**src/obi_pkg.sv**
```systemverilog
/*
 * OBI signal widths and requestor count shared by the memory subsystem
 * and its testbench. Import where port or bus widths are needed.
 */
package obi_pkg;

  // Byte address width of every requestor port
  localparam int unsigned AddrWidth = 32;

  // Data bus width, one word per transfer
  localparam int unsigned DataWidth = 32;

  // One enable per data byte
  localparam int unsigned BeWidth = DataWidth / 8;

  // Requestors sharing the banks, e.g. instruction and data port of a core
  localparam int unsigned NumMasters = 2;

endpackage

```
**src/mem_map_pkg.sv**
```systemverilog
/*
 * Memory map of the banked data memory: size, bank split, address slicing
 * and the per-bank arbitration priority type.
 */
package mem_map_pkg;

  // Total memory size in bytes
  localparam int unsigned NumBytes = 16384;

  // Single-ported SRAM banks, each covering a contiguous slice
  localparam int unsigned NumBanks = 8;

  // Words held by one bank
  localparam int unsigned BankWords = NumBytes / 4 / NumBanks;

  // Word index inside a bank sits in address bits 10:2
  localparam int unsigned WordIdxWidth = 9;
  localparam int unsigned WordLsb = 2;

  // Bank index sits in address bits 13:11, upper bits alias
  localparam int unsigned BankIdxWidth = 3;
  localparam int unsigned BankLsb = WordLsb + WordIdxWidth;

  // Requestor that wins the next conflict on a bank
  typedef enum logic {
    PrioM0,
    PrioM1
  } prio_e;

endpackage

```
**src/response_router.sv**
```systemverilog
/*
 * Response stage. Turns the registered grant of each requestor into rvalid
 * and returns the read data of the bank that grant went to.
 */
`timescale 1ns/10ps

module response_router (
  input  logic                                                         clk_i,
  input  logic                                                         rst_ni,
  input  logic [obi_pkg::NumMasters-1:0]                               gnt_q_i,
  input  logic [obi_pkg::NumMasters-1:0][mem_map_pkg::BankIdxWidth-1:0] gnt_bank_q_i,
  input  logic [mem_map_pkg::NumBanks-1:0][obi_pkg::DataWidth-1:0]     bank_rdata_i,
  output logic [obi_pkg::NumMasters-1:0]                               mst_rvalid_o,
  output logic [obi_pkg::NumMasters-1:0][obi_pkg::DataWidth-1:0]       mst_rdata_o
);

  import obi_pkg::*;

  always_comb begin
    for (int m = 0; m < NumMasters; m++) begin
      mst_rvalid_o[m] = gnt_q_i[m]; // Exactly one cycle after the grant
      if (gnt_q_i[m]) begin
        mst_rdata_o[m] = bank_rdata_i[gnt_bank_q_i[m]];
      end else begin
        mst_rdata_o[m] = '0;
      end
    end
  end

  // Every response must trace back to a grant whose bank was recorded
  for (genvar m = 0; m < NumMasters; m++) begin : gen_chk
    a_rvalid_after_gnt: assert property (
      @(posedge clk_i) disable iff (!rst_ni)
      mst_rvalid_o[m] |-> !$isunknown(gnt_bank_q_i[m])
    );
  end

endmodule

```
**config.mk**
```make
export PLATFORM = sky130hd
export DESIGN_NAME = response_router
export DESIGN_NICKNAME = d
export VERILOG_FILES = /design/src/obi_pkg.sv /design/src/mem_map_pkg.sv /design/src/response_router.sv
export SDC_FILE = /design/constraint.sdc
export NUM_CORES = 1
export LEC_CHECK = 0
export BUFFER_PORTS_ARGS = -buffer_cell sky130_fd_sc_hd__buf_4
export CAP_MARGIN = 30
export CORE_AREA = 2 2 130 132
export DETAILED_ROUTE_END_ITERATION = 16
export DIE_AREA = 0 0 132 134
export MAX_ROUTING_LAYER = met4
export PLACE_DENSITY_LB_ADDON = 0.25
export SKIP_LAST_GASP = 1
export SLEW_MARGIN = 20
export SYNTH_ARGS = -nofsm -noshare
export SYNTH_HDL_FRONTEND = slang
export SYNTH_SLANG_ARGS = --single-unit
```
**constraint.sdc**
```tcl
create_clock -name vclk -period 3.5
set_clock_uncertainty 0.2 [all_clocks]
set_input_delay 0.525 -clock vclk [all_inputs]
set_output_delay 0.525 -clock vclk [all_outputs]
set_load 0.01 [all_outputs]
```
# [Yosys cells after proc, flatten, opt, wreduce, memory -nomap -nowiden]
# Cells that the tools add are included.
[word_totals] ff_bits=0 input_bits=266 out_inout_bits=66 wordCells=8
[classes] n_lt_le_gt_ge=2 muxes=6
[op_table] cell="binary-select mux 32 bit (select 3 bit)" count=2
[op_table] cell="2-to-1 mux 32 bit" count=4
[op_table] cell="less-than comparator 3 x 4 -> 1 bit (second input constant)" count=2

# [Logic depth before layout (Yosys ltp)]
[logic_depth] depth_word=3 ltp_mapped=6 mapped_depth_nobuf=3

# [Least setup slack after synthesis]
# No wires, ideal clock.
[synth_timing] path_type="input to output" from="in gnt_bank_q_i[0] (netlist bit)" to="out mst_rdata_o[30] (netlist bit)" arrival_time_ps=1491 required_ps=2775 slack_ps=1284 path_stages=5 n_path_buf=2 path_cell_list="buf_2 > nand2b_1 > clkbuf_1 > o21ai_0 > a221oi_1"
[synth_rtl] element="start, declared" line_no="response_router.sv:11" source="input logic [obi_pkg::NumMasters-1:0][mem_map_pkg::BankIdxWidth-1:0] gnt_bank_q_i,"
[synth_rtl] element="end, declared" line_no="response_router.sv:14" source="output logic [obi_pkg::NumMasters-1:0][obi_pkg::DataWidth-1:0] mst_rdata_o"

==> flow_summary_export.csv <==
group,metric,value,unit
cells_and_area,layout-drive-gt1-share,73.1,%
cells_and_area,final_cells,960,
timing,worst_slew_pin_slew,0.506,ns
cells_and_area,final_cell_mix,"buf_4, mux2i_1, mux4_2, inv_1, mux2_2",
synthesis,yosys_warnings,0,
placement,post-dp-hpwl,16100,um
global_route,grt_pass1_wl,31500,um
timing,fin_crit_sh,79.1,%
cells_and_area,clock_buffers,0,
synthesis,synth_cell_types,16,
timing,maxSlewViolCount,0,
global_route,antenna_found_initial,0,
detailed_routing,avgRoutedWirePerCell,21.7,um
run_status,status,"finished clean",
cells_and_area,area_growth,53.4,%
global_route,grt_util_all_layers,22.8,%
cells_and_area,diodes,0,
synthesis,synthCells,446,
synthesis,ys_seq_area_share,0,%
worst_setup_path,critPathTopFamily,"buffers and inverters",
floorplanning,die_w,132,um
global_route,grt_pass1_vias,5818,
cells_and_area,nets,1008,
power_and_ir_drop,p_total,1.01,mW
worst_setup_path,critPathSlowestCell,"buf_4",
timing,grt_setup_unrepaired,"false",
detailed_routing,remaining_drc_errors,0,
power_and_ir_drop,powerDensity,137,nW/um^2
cells_and_area,seq_cells,0,
worst_setup_path,crit_arrival,2.04,ns
detailed_routing,routed_wl,20800,um
power_and_ir_drop,ir_drop,88.1,uV
placement,io_buffers,330,
floorplanning,die-height,134,um
clock_tree,hold_buffers,0,
timing,slew_headroom,66.3,%
worst_setup_path,worstPathRequired,2.77,ns
detailed_routing,dr.pass1.iters,4,
floorplanning,io_pins,332,
placement,placed_cells,960,
synthesis,netlist_area,4770,sq um
placement,gp_congestion,0.920,
floorplanning,row_count,47,
cells_and_area,regArea,0,sq um
timing,hold_viol,0,
timing,fin_setup_tns,0,ns
floorplanning,core-area,16300,sq um
floorplanning,start_util,29.3,%
timing,period_needed,2.77,ns
clock_tree,post-cts-setup-buffers,0,
clock_tree,cts_resized,0,
worst_setup_path,cp-start-kind,"input pin",
worst_setup_path,cpPeakStageDelay,0.39,ns
timing,report.final.setup_viol,0,
hold_path,min_to,"mst_rvalid_o[1]",
global_route,grt_max_degree,34,
worst_setup_path,crit_buf_inv,3,
hold_path,hold_path_depth,2,
timing,fmax,361,MHz
hold_path,min_from,"gnt_q_i[1]",
detailed_routing,vias,5291,
worst_setup_path,critical_path.most_common_cell,"buf_4",
power_and_ir_drop,p_leak,3.45,nW
worst_setup_path,cp-end-kind,"output port",
worst_setup_path,crit_type,"input pin to output port",
synthesis,syn_area_per_cell,10.7,sq um
detailed_routing,antenna_left,0,
global_route,grt-ovfl-total,0,
detailed_routing,drt-vias-per-instance,5.51,
floorplanning,die_area,17700,sq um
worst_setup_path,cp_cell_sequence,"buf_4, buf_4, mux2_2, o21ai_0, a221oi_2, buf_4",
hold_path,hold_class,"input pin to output port",
flow_run,maxCapViolCount,0,
synthesis,synth_fp_nets,712,
detailed_routing,drt_iter0_drc,232,
worst_setup_path,path_max_fanout,27,
cells_and_area,layout_commonest_cell,"buf_4",
[power by group]
part / internal [mW] / switching (mW)
sequential: 0 / 0
clock: 0 / 0
combinational: 0.565 / 0.441
total: 0.565 / 0.441
[synthesized netlist by cell type, drive strengths merged]
cell | instances | area share, %
mux2 | 64 | 15
inv | 64 | 5.0
nor2 | 2 | 0.21
mux2i | 64 | 13
buf | 40 | 8.1
clkbuf | 18 | 1.4
o21ai | 64 | 6.7
nand2b | 2 | 0.26
mux4 | 64 | 30
a221oi | 64 | 19
[worst max-delay path by stage]
stage,slack [ns],end,cells past startpoint,from
finish,0.73,mst_rdata_o[36],6,gnt_bank_q_i[5]
global route,0.64,mst_rdata_o[51],6,gnt_bank_q_i[4]
CTS,0.72,mst_rdata_o[39],6,gnt_bank_q_i[4]
detailed placement,0.72,mst_rdata_o[39],6,gnt_bank_q_i[4]
global placement,0.72,mst_rdata_o[39],6,gnt_bank_q_i[4]
floorplan,1.28,mst_rdata_o[30],5,gnt_bank_q_i[0]
[kinds of logic (layout without fill, tap and decap cells)]
family | after synthesis | after routing | share of synthesized area [%]
simple gates | 4 | 4 | 0.472
compound gates | 128 | 128 | 26.2
buf+inv | 122 | 416 | 14.6
mux | 192 | 192 | 58.7
[cell type report]
class                           count  area [sq um]
Fill cell                        1588          8970
Timing Repair Buffer              352          2720
Tap cell                          220           275
Multi-Input combinational cell    324          4090
Inverter                           64           240
[stage by stage]
stage	cell area, sq um	util (%)	hold slack, ns	worst slack (ns)
2_1_floorplan	4770	-	0.942	1.28
3_3_place_gp	7320	44.9	1.30	0.723
3_5_place_dp	7320	44.9	1.30	0.721
4_1_cts	7320	44.9	1.30	0.721
5_1_grt	7320	44.9	1.32	0.644
6_report	7320	44.9	1.30	0.731
[metal layers]
metal	routed length [um]	GRT usage, %
met2	11000	42.2
met4	238	3.56
met1	8220	26.5
met3	1320	3.40
met5	0	-
No activity file was read; power rests on OpenSTA's default activity.
