`src/obi_pkg.sv`:
```
/*
 * OBI signal widths and requestor count shared by the memory subsystem
 * and its testbench. Import where port or bus widths are needed.
 */
package obi_pkg;

  // Byte address width of every requestor port
  localparam int unsigned AddrWidth = 32;

  // Data bus width, one word per transfer
  localparam int unsigned DataWidth = 32;

  // One enable per data byte
  localparam int unsigned BeWidth = DataWidth / 8;

  // Requestors sharing the banks, e.g. instruction and data port of a core
  localparam int unsigned NumMasters = 2;

endpackage

```
`src/mem_map_pkg.sv`:
```
/*
 * Memory map of the banked data memory: size, bank split, address slicing
 * and the per-bank arbitration priority type.
 */
package mem_map_pkg;

  // Total memory size in bytes
  localparam int unsigned NumBytes = 16384;

  // Single-ported SRAM banks, each covering a contiguous slice
  localparam int unsigned NumBanks = 8;

  // Words held by one bank
  localparam int unsigned BankWords = NumBytes / 4 / NumBanks;

  // Word index inside a bank sits in address bits 10:2
  localparam int unsigned WordIdxWidth = 9;
  localparam int unsigned WordLsb = 2;

  // Bank index sits in address bits 13:11, upper bits alias
  localparam int unsigned BankIdxWidth = 3;
  localparam int unsigned BankLsb = WordLsb + WordIdxWidth;

  // Requestor that wins the next conflict on a bank
  typedef enum logic {
    PrioM0,
    PrioM1
  } prio_e;

endpackage

```
`src/bank_crossbar.sv`:
```
/*
 * Request stage. Decodes the bank of each requestor, arbitrates conflicts
 * round-robin per bank, drives the bank strobes and records every grant.
 */
`timescale 1ns/10ps

module bank_crossbar (
  input  logic                                                             clk_i,
  input  logic                                                             rst_ni,
  input  logic [obi_pkg::NumMasters-1:0]                                   mst_req_i,
  input  logic [obi_pkg::NumMasters-1:0]                                   mst_we_i,
  input  logic [obi_pkg::NumMasters-1:0][obi_pkg::AddrWidth-1:0]           mst_addr_i,
  input  logic [obi_pkg::NumMasters-1:0][obi_pkg::BeWidth-1:0]             mst_be_i,
  input  logic [obi_pkg::NumMasters-1:0][obi_pkg::DataWidth-1:0]           mst_wdata_i,
  output logic [obi_pkg::NumMasters-1:0]                                   mst_gnt_o,
  output logic [mem_map_pkg::NumBanks-1:0]                                 bank_req_o,
  output logic [mem_map_pkg::NumBanks-1:0]                                 bank_we_o,
  output logic [mem_map_pkg::NumBanks-1:0][mem_map_pkg::WordIdxWidth-1:0]  bank_widx_o,
  output logic [mem_map_pkg::NumBanks-1:0][obi_pkg::BeWidth-1:0]           bank_be_o,
  output logic [mem_map_pkg::NumBanks-1:0][obi_pkg::DataWidth-1:0]         bank_wdata_o,
  output logic [obi_pkg::NumMasters-1:0]                                   gnt_q_o,
  output logic [obi_pkg::NumMasters-1:0][mem_map_pkg::BankIdxWidth-1:0]   gnt_bank_q_o
);

  import obi_pkg::*;
  import mem_map_pkg::*;

  logic  [NumMasters-1:0][BankIdxWidth-1:0] mst_bank;
  logic  [NumMasters-1:0][WordIdxWidth-1:0] mst_widx;
  prio_e                                    prio_q [NumBanks];
  prio_e                                    prio_d [NumBanks];
  logic  [NumMasters-1:0]                   gnt_q;
  logic  [NumMasters-1:0][BankIdxWidth-1:0] gnt_bank_q;

  always_comb begin
    for (int m = 0; m < NumMasters; m++) begin
      mst_bank[m] = mst_addr_i[m][BankLsb +: BankIdxWidth];
      mst_widx[m] = mst_addr_i[m][WordLsb +: WordIdxWidth];
    end
  end

  always_comb begin : arb_comb
    logic [NumMasters-1:0] hit;
    logic                  winner;

    hit          = '0;
    winner       = 1'b0;
    mst_gnt_o    = '0;
    bank_req_o   = '0;
    bank_we_o    = '0;
    bank_widx_o  = '0;
    bank_be_o    = '0;
    bank_wdata_o = '0;
    prio_d       = prio_q;
    for (int b = 0; b < NumBanks; b++) begin
      for (int m = 0; m < NumMasters; m++) begin
        hit[m] = mst_req_i[m] && (mst_bank[m] == BankIdxWidth'(b));
      end
      if (&hit) begin
        winner    = (prio_q[b] == PrioM1);
        prio_d[b] = winner ? PrioM0 : PrioM1; // Loser goes first next time
      end else begin
        winner = hit[1];
      end
      if (|hit) begin
        mst_gnt_o[winner] = 1'b1;
        bank_req_o[b]     = 1'b1;
        bank_we_o[b]      = mst_we_i[winner];
        bank_widx_o[b]    = mst_widx[winner];
        bank_be_o[b]      = mst_be_i[winner];
        bank_wdata_o[b]   = mst_wdata_i[winner];
      end
    end
  end

  always_ff @(posedge clk_i or negedge rst_ni) begin
    if (!rst_ni) begin
      for (int b = 0; b < NumBanks; b++) begin
        prio_q[b] <= PrioM0;
      end
      gnt_q <= '0;
    end else begin
      prio_q <= prio_d;
      gnt_q  <= mst_gnt_o; // Becomes rvalid in the response stage
    end
  end

  // Bank of each grant, only meaningful while the matching gnt_q is set
  always_ff @(posedge clk_i) begin
    for (int m = 0; m < NumMasters; m++) begin
      if (mst_gnt_o[m]) begin
        gnt_bank_q[m] <= mst_bank[m];
      end
    end
  end

  assign gnt_q_o      = gnt_q;
  assign gnt_bank_q_o = gnt_bank_q;

  a_single_owner: assert property (
    @(posedge clk_i) disable iff (!rst_ni)
    !(mst_gnt_o[0] && mst_gnt_o[1] && (mst_bank[0] == mst_bank[1]))
  );

  for (genvar m = 0; m < NumMasters; m++) begin : gen_fair
    // A stalled requestor holds its request and must not starve
    a_no_starve: assert property (
      @(posedge clk_i) disable iff (!rst_ni)
      mst_req_i[m] && !mst_gnt_o[m] |-> ##[1:2] mst_gnt_o[m]
    );
  end

endmodule

```
`config.mk`:
```
export PLATFORM = sky130hd
export DESIGN_NAME = bank_crossbar
export DESIGN_NICKNAME = d
export VERILOG_FILES = /design/src/obi_pkg.sv /design/src/mem_map_pkg.sv /design/src/bank_crossbar.sv
export SDC_FILE = /design/constraint.sdc
export NUM_CORES = 1
export LEC_CHECK = 0
export BUFFER_PORTS_ARGS = -buffer_cell sky130_fd_sc_hd__buf_2
export CAP_MARGIN = 5
export CORE_AREA = 2 2 204 206
export DETAILED_ROUTE_END_ITERATION = 7
export DIE_AREA = 0 0 206 208
export SKIP_CTS_REPAIR_TIMING = 1
export SYNTH_ARGS = -nofsm -noshare
export SYNTH_HDL_FRONTEND = slang
export SYNTH_SLANG_ARGS = --single-unit
```
`constraint.sdc`:
```
create_clock -name clk_i -period 2.1 [get_ports clk_i]
set_input_delay 0.315 -clock clk_i [delete_from_list [all_inputs] [get_ports clk_i]]
set_output_delay 0.315 -clock clk_i [all_outputs]
set_load 0.03 [all_outputs]
```
### Word level (Yosys, flattened, before mapping)

Index checks and enable logic that the tools add are counted.

* flip-flop bits (word level): 16
* input bits: 142
* output and inout port bits: 386
* logic and storage cells: 234

* $lt $le $gt $ge: 16
* eq/ne operators: 14
* multiplexer cells: 144
* bitwise gates (word level): 7
* reductions and logical operators: 42

Operator list (number)
* two-way mux 32 bit: 24
* two-way mux 9 bit: 24
* two-way mux 4 bit: 24
* two-way mux 1 bit: 56
* == test 3 bit (second input constant): 8
* logical AND 1 bit: 24
* less-than comparator 1 x 2 -> 1 bit (second input constant): 8
* two-way mux 2 bit: 8
* AND reduction 2 bit: 8
* OR reduction 2 bit: 8
* bitwise OR 2 bit: 7
* == test 3 x 2 -> 1 bit (second input constant): 4
* demux 1 bit (select 1 bit): 8
* greater-or-equal comparator 1 bit (second input constant): 8
* == test 3 x 1 -> 1 bit (second input constant): 2
* logical NOT 3 bit: 2

### Longest topological paths before layout

* depth in word-level cells: 23
* mapped depth: 7
* gate-level depth less buffers: 4

### Worst setup path before layout

Ideal clock, no wire load.

* path type: input to register
* start point: input mst_addr_i[11] (netlist name)
* end point: register gnt_bank_q (netlist bit gnt_bank_q_o[3]), enable pin
* setup time: 339 ps
* arrival time: 1835 ps
* required time: 1761 ps
* slack: -74 ps
* cell stages on the path: 6
* buffers on the path: 2
* cell sequence: clkbuf_2 -> or4b_4 -> o21a_1 -> buf_6 -> nor4_2 -> nand2_1

* cells in the longest elaborated chain, start to end: 23
* elaborated cells between the ends (all ways): 95
* classes of those cells: 16 x order compare; 7 x eq/ne; 32 x mux; 7 x bitwise; 33 x reduce/logical

Ends and longest elaborated chain
* start, declared: line bank_crossbar.sv:12 `input logic [obi_pkg::NumMasters-1:0][obi_pkg::AddrWidth-1:0] mst_addr_i,`
* logical NOT 3 bit: line bank_crossbar.sv:57 `hit[m] = mst_req_i[m] && (mst_bank[m] == BankIdxWidth'(b));`
* logical AND 1 bit: line bank_crossbar.sv:57
* AND reduction 2 bit: line bank_crossbar.sv:59 `if (&hit) begin`
* two-way mux 1 bit: line bank_crossbar.sv:59
* less-than comparator 1 x 2 -> 1 bit (implied by the code) or greater-or-equal comparator 1 bit (tied branches): line bank_crossbar.sv:66 `mst_gnt_o[winner] = 1'b1;`
* logical AND 1 bit (implied by the code): line bank_crossbar.sv:66
* two-way mux 1 bit (implied by the code): line bank_crossbar.sv:66
* demux 1 bit (select 1 bit): line bank_crossbar.sv:66
* (+8 left out)
* two-way mux 2 bit: line bank_crossbar.sv:65 `if (|hit) begin`
* bitwise OR 2 bit (no source line)
* two-way mux 2 bit: line bank_crossbar.sv:65
* bitwise OR 2 bit (no source line)
* two-way mux 2 bit: line bank_crossbar.sv:65
* bitwise OR 2 bit (no source line)
* two-way mux 2 bit *: line bank_crossbar.sv:65
* named net mst_gnt_o (one bit): line bank_crossbar.sv:15 `output logic [obi_pkg::NumMasters-1:0] mst_gnt_o,`
* end signal, assigned by index: line bank_crossbar.sv:92 `gnt_bank_q[m] <= mst_bank[m];`
* end, declared: line bank_crossbar.sv:33 `logic [NumMasters-1:0][BankIdxWidth-1:0] gnt_bank_q;`

Mark *: on every way through the listed nets, which the timed path passes. The rest lies on a longest branch.
A chain may end at the register's enable or synchronous reset.

==> flow_summary.toml <==
[layout]
finalNonFillerCells = 2367
final_cell_mix = "701 x nand2_1, 336 x nand3_1, 331 x buf_2, 92 x buf_6, 82 x buf_4"
seq_area_sq_um = 430.4
multiInputGateArea_sq_um = 5687
fin_area_sq_um = 12190
layout_commonest_cell = "nand2_1"
area_delta_synth_final_pct = 87.36
n_fill_cell = 4500
nets = 1978
drive_gt1_share_pct = 40.22
diodes = 0
final_util_pct = 30.06

[synthesis]
syn_area_sq_um = 6506
synth_area_per_cell_sq_um = 4.614
synth_cells = 1410
yosysWarnings = 0
yosysSeqAreaShare_pct = 6.615
ys_ff_latch = 16
ys_types = 29
syn_nets = 1552

[worst_setup_path]
worst_path_largest_cell_delay_ps = 570
required_ps = 1780
critical_path_buf_inv_count = 4
critPathMaxFanout = 8
critPathTopFamily = "simple AND/OR/NAND/NOR gates"
path_common_cell = "buf_12"
crit_slowest_cell = "or4b_4"
cp-end-kind = "output port"
worstPathCellList = "buf_12, or4b_4, o21ai_4, buf_12, buf_12, nand3_1, nand2_1, buf_6"
path_class = "input pin to output port"
arrival_ps = 1950
startpoint_type = "input pin"

[global_routing]
antenna_found_initial = 0
overflow = 0
grt_max_degree = 33
grt_pass1_wl_mm = 66.12
grt_pass1_vias = 10460
grt_usage_pct = 20.16

[timing]
fmaxAchievable_mhz = 441.7
fin_ws_ps = -164.2
tightest_slew_ps = 352.0
setup_violations = 49
rsz0062_at_grt = "true"
finalClockSkew_ps = 4.955
slew_headroom_pct = 76.53
slew_violations = 0
period_minus_slack_ps = 2264
fin_crit_sh_pct = 107.8
finalHoldViolCount = 0

[pwr]
leakage_nw = 7.171
p_per_area_nw_per_um2 = 292.7
finalPower_w = 0.003568
ir_drop_v = 0.0002081

[run_status]
violations = "setup timing"
status = "complete, but fails checks"

[clock_network]
cts_tree = "done"
htree_levels = 1
cts_max_path_buffers = 2
cts_inserted_buffers = 3
clockRootBuffer = "clkbuf_16"
clkTransAtPathRegs_ps = 50
clock_latency_ps = 250
clock_sinks = 16

[job]
drv_cap = 0

[place]
dp_cells = 2309
hpwl_mm = 33.48
place_area_sq_um = 10070
io_buffers = 487
gp_congestion = 0.8784
place_ws_ps = -108.8

[worst_hold_path]
hold_path.class = "input pin to register"

[floorplan]
die_h_um = 208
core-area_sq_um = 40550
initial_core_util_pct = 16.04
dieArea_sq_um = 42850
ioPinCount = 528
row_count = 74
die_w_um = 206

[route]
num_vias = 12120
ant_nets = 0
drt-pass1-iter-count = 6
routed_wl_mm = 55.70
drt_iter0_drc = 1630
wl_per_cell_um = 23.53
drc = 0
vias_per_cell = 5.120
[worst paths after layout]
check	start	endpoint	slack (ps)	depth (start not counted)
hold reg to reg	prio_q[4]	prio_q[4]	570	1
setup / recovery	mst_addr_i[11]	bank_wdata_o[23]	-160	8
hold / removal	mst_addr_i[11]	gnt_bank_q_o[0]	270	1
min in group asynchronous	rst_ni	prio_q[3]	490	2
setup reg to reg	prio_q[2]	gnt_bank_q_o[3]	440	6
max in group asynchronous	rst_ni	prio_q[7]	1370	2
[report_power, final]
| group | switching [W] | leakage (nW) | internal (W) |
|---|---|---|---|
| sequential | 0.0000514 | 0.188 | 0.000376 |
| clock | 0.000135 | 0.0385 | 0.000253 |
| combinational | 0.00187 | 6.94 | 0.000885 |
[metal layers]
layer	global-route usage [%]	part of all wire, %
met1	23.89	36
met2	35.35	47
met3	3.305	12
met4	8.966	5.3
met5	0	0
[cell usage after synthesis]
| master | count | area share (%) |
|---|---|---|
| edfxtp_1 | 6 | 2.8 |
| o21ai_4 | 1 | 0.25 |
| o21a_1 | 8 | 0.92 |
| nor4b_2 | 1 | 0.23 |
| nand2_1 | 744 | 43 |
| buf_2 | 53 | 4.1 |
| or4b_4 | 1 | 0.21 |
| a21oi_1 | 8 | 0.62 |
| nor4_1 | 3 | 0.29 |
| xor2_1 | 6 | 0.81 |
| and4bb_2 | 3 | 0.58 |
| a31o_2 | 1 | 0.13 |
| clkbuf_1 | 132 | 7.6 |
| nand4b_1 | 6 | 0.81 |
| and4_1 | 1 | 0.13 |
| clkbuf_2 | 1 | 0.077 |
| buf_6 | 2 | 0.35 |
| nand3_1 | 368 | 28 |
| nand4_1 | 3 | 0.29 |
| inv_1 | 1 | 0.058 |
| nor4_2 | 1 | 0.19 |
| and4b_1 | 3 | 0.46 |
| nor2_1 | 7 | 0.40 |
| o21ai_2 | 7 | 0.94 |
| buf_1 | 24 | 1.4 |
| xnor2_1 | 2 | 0.27 |
| dfrtp_1 | 10 | 3.8 |
| nand2b_1 | 2 | 0.19 |
| nand4bb_1 | 5 | 0.87 |
[per-stage QoR]
stage               hold slack (ps)  TNS [ps]
global route                  261.9     -9594
CTS                          -43.59     -5600
floorplan                     19.41         0
detailed placement            222.1     -4659
global placement              220.6     -5325
finish                        269.1     -4085
[kinds of logic (layout without fill, tap and decap cells)]
family,after synthesis,after routing,share of synthesized area [%]
simple gates,1148,1148,75.88
buf+inv,213,638,13.56
compound gates,25,25,2.866
flops,16,16,6.615
xor+xnor,8,8,1.077
[registers in the layout, indices dropped and copies added, names as in the netlist]
name,count
gnt_bank_q_o,6
prio_q,8
gnt_q_o,2
[area by class of cell]
type | count | area share (%)
clock buffers | 3 | 0.6158
well taps | 532 | 5.460
inverters | 1 | 0.03079
flip-flops and latches | 16 | 3.531
multi-input cells | 1181 | 46.65
clock inverters | 1 | 0.03079
repair buffers | 633 | 43.68
[worst reg2reg max path: cells and delay by family, from the launching register on]
family,cells,cell delay (ps)
flops,1,440
simple gates,2,270
buf+inv,3,460
compound gates,1,250
(Power assumes the default switching activity.)
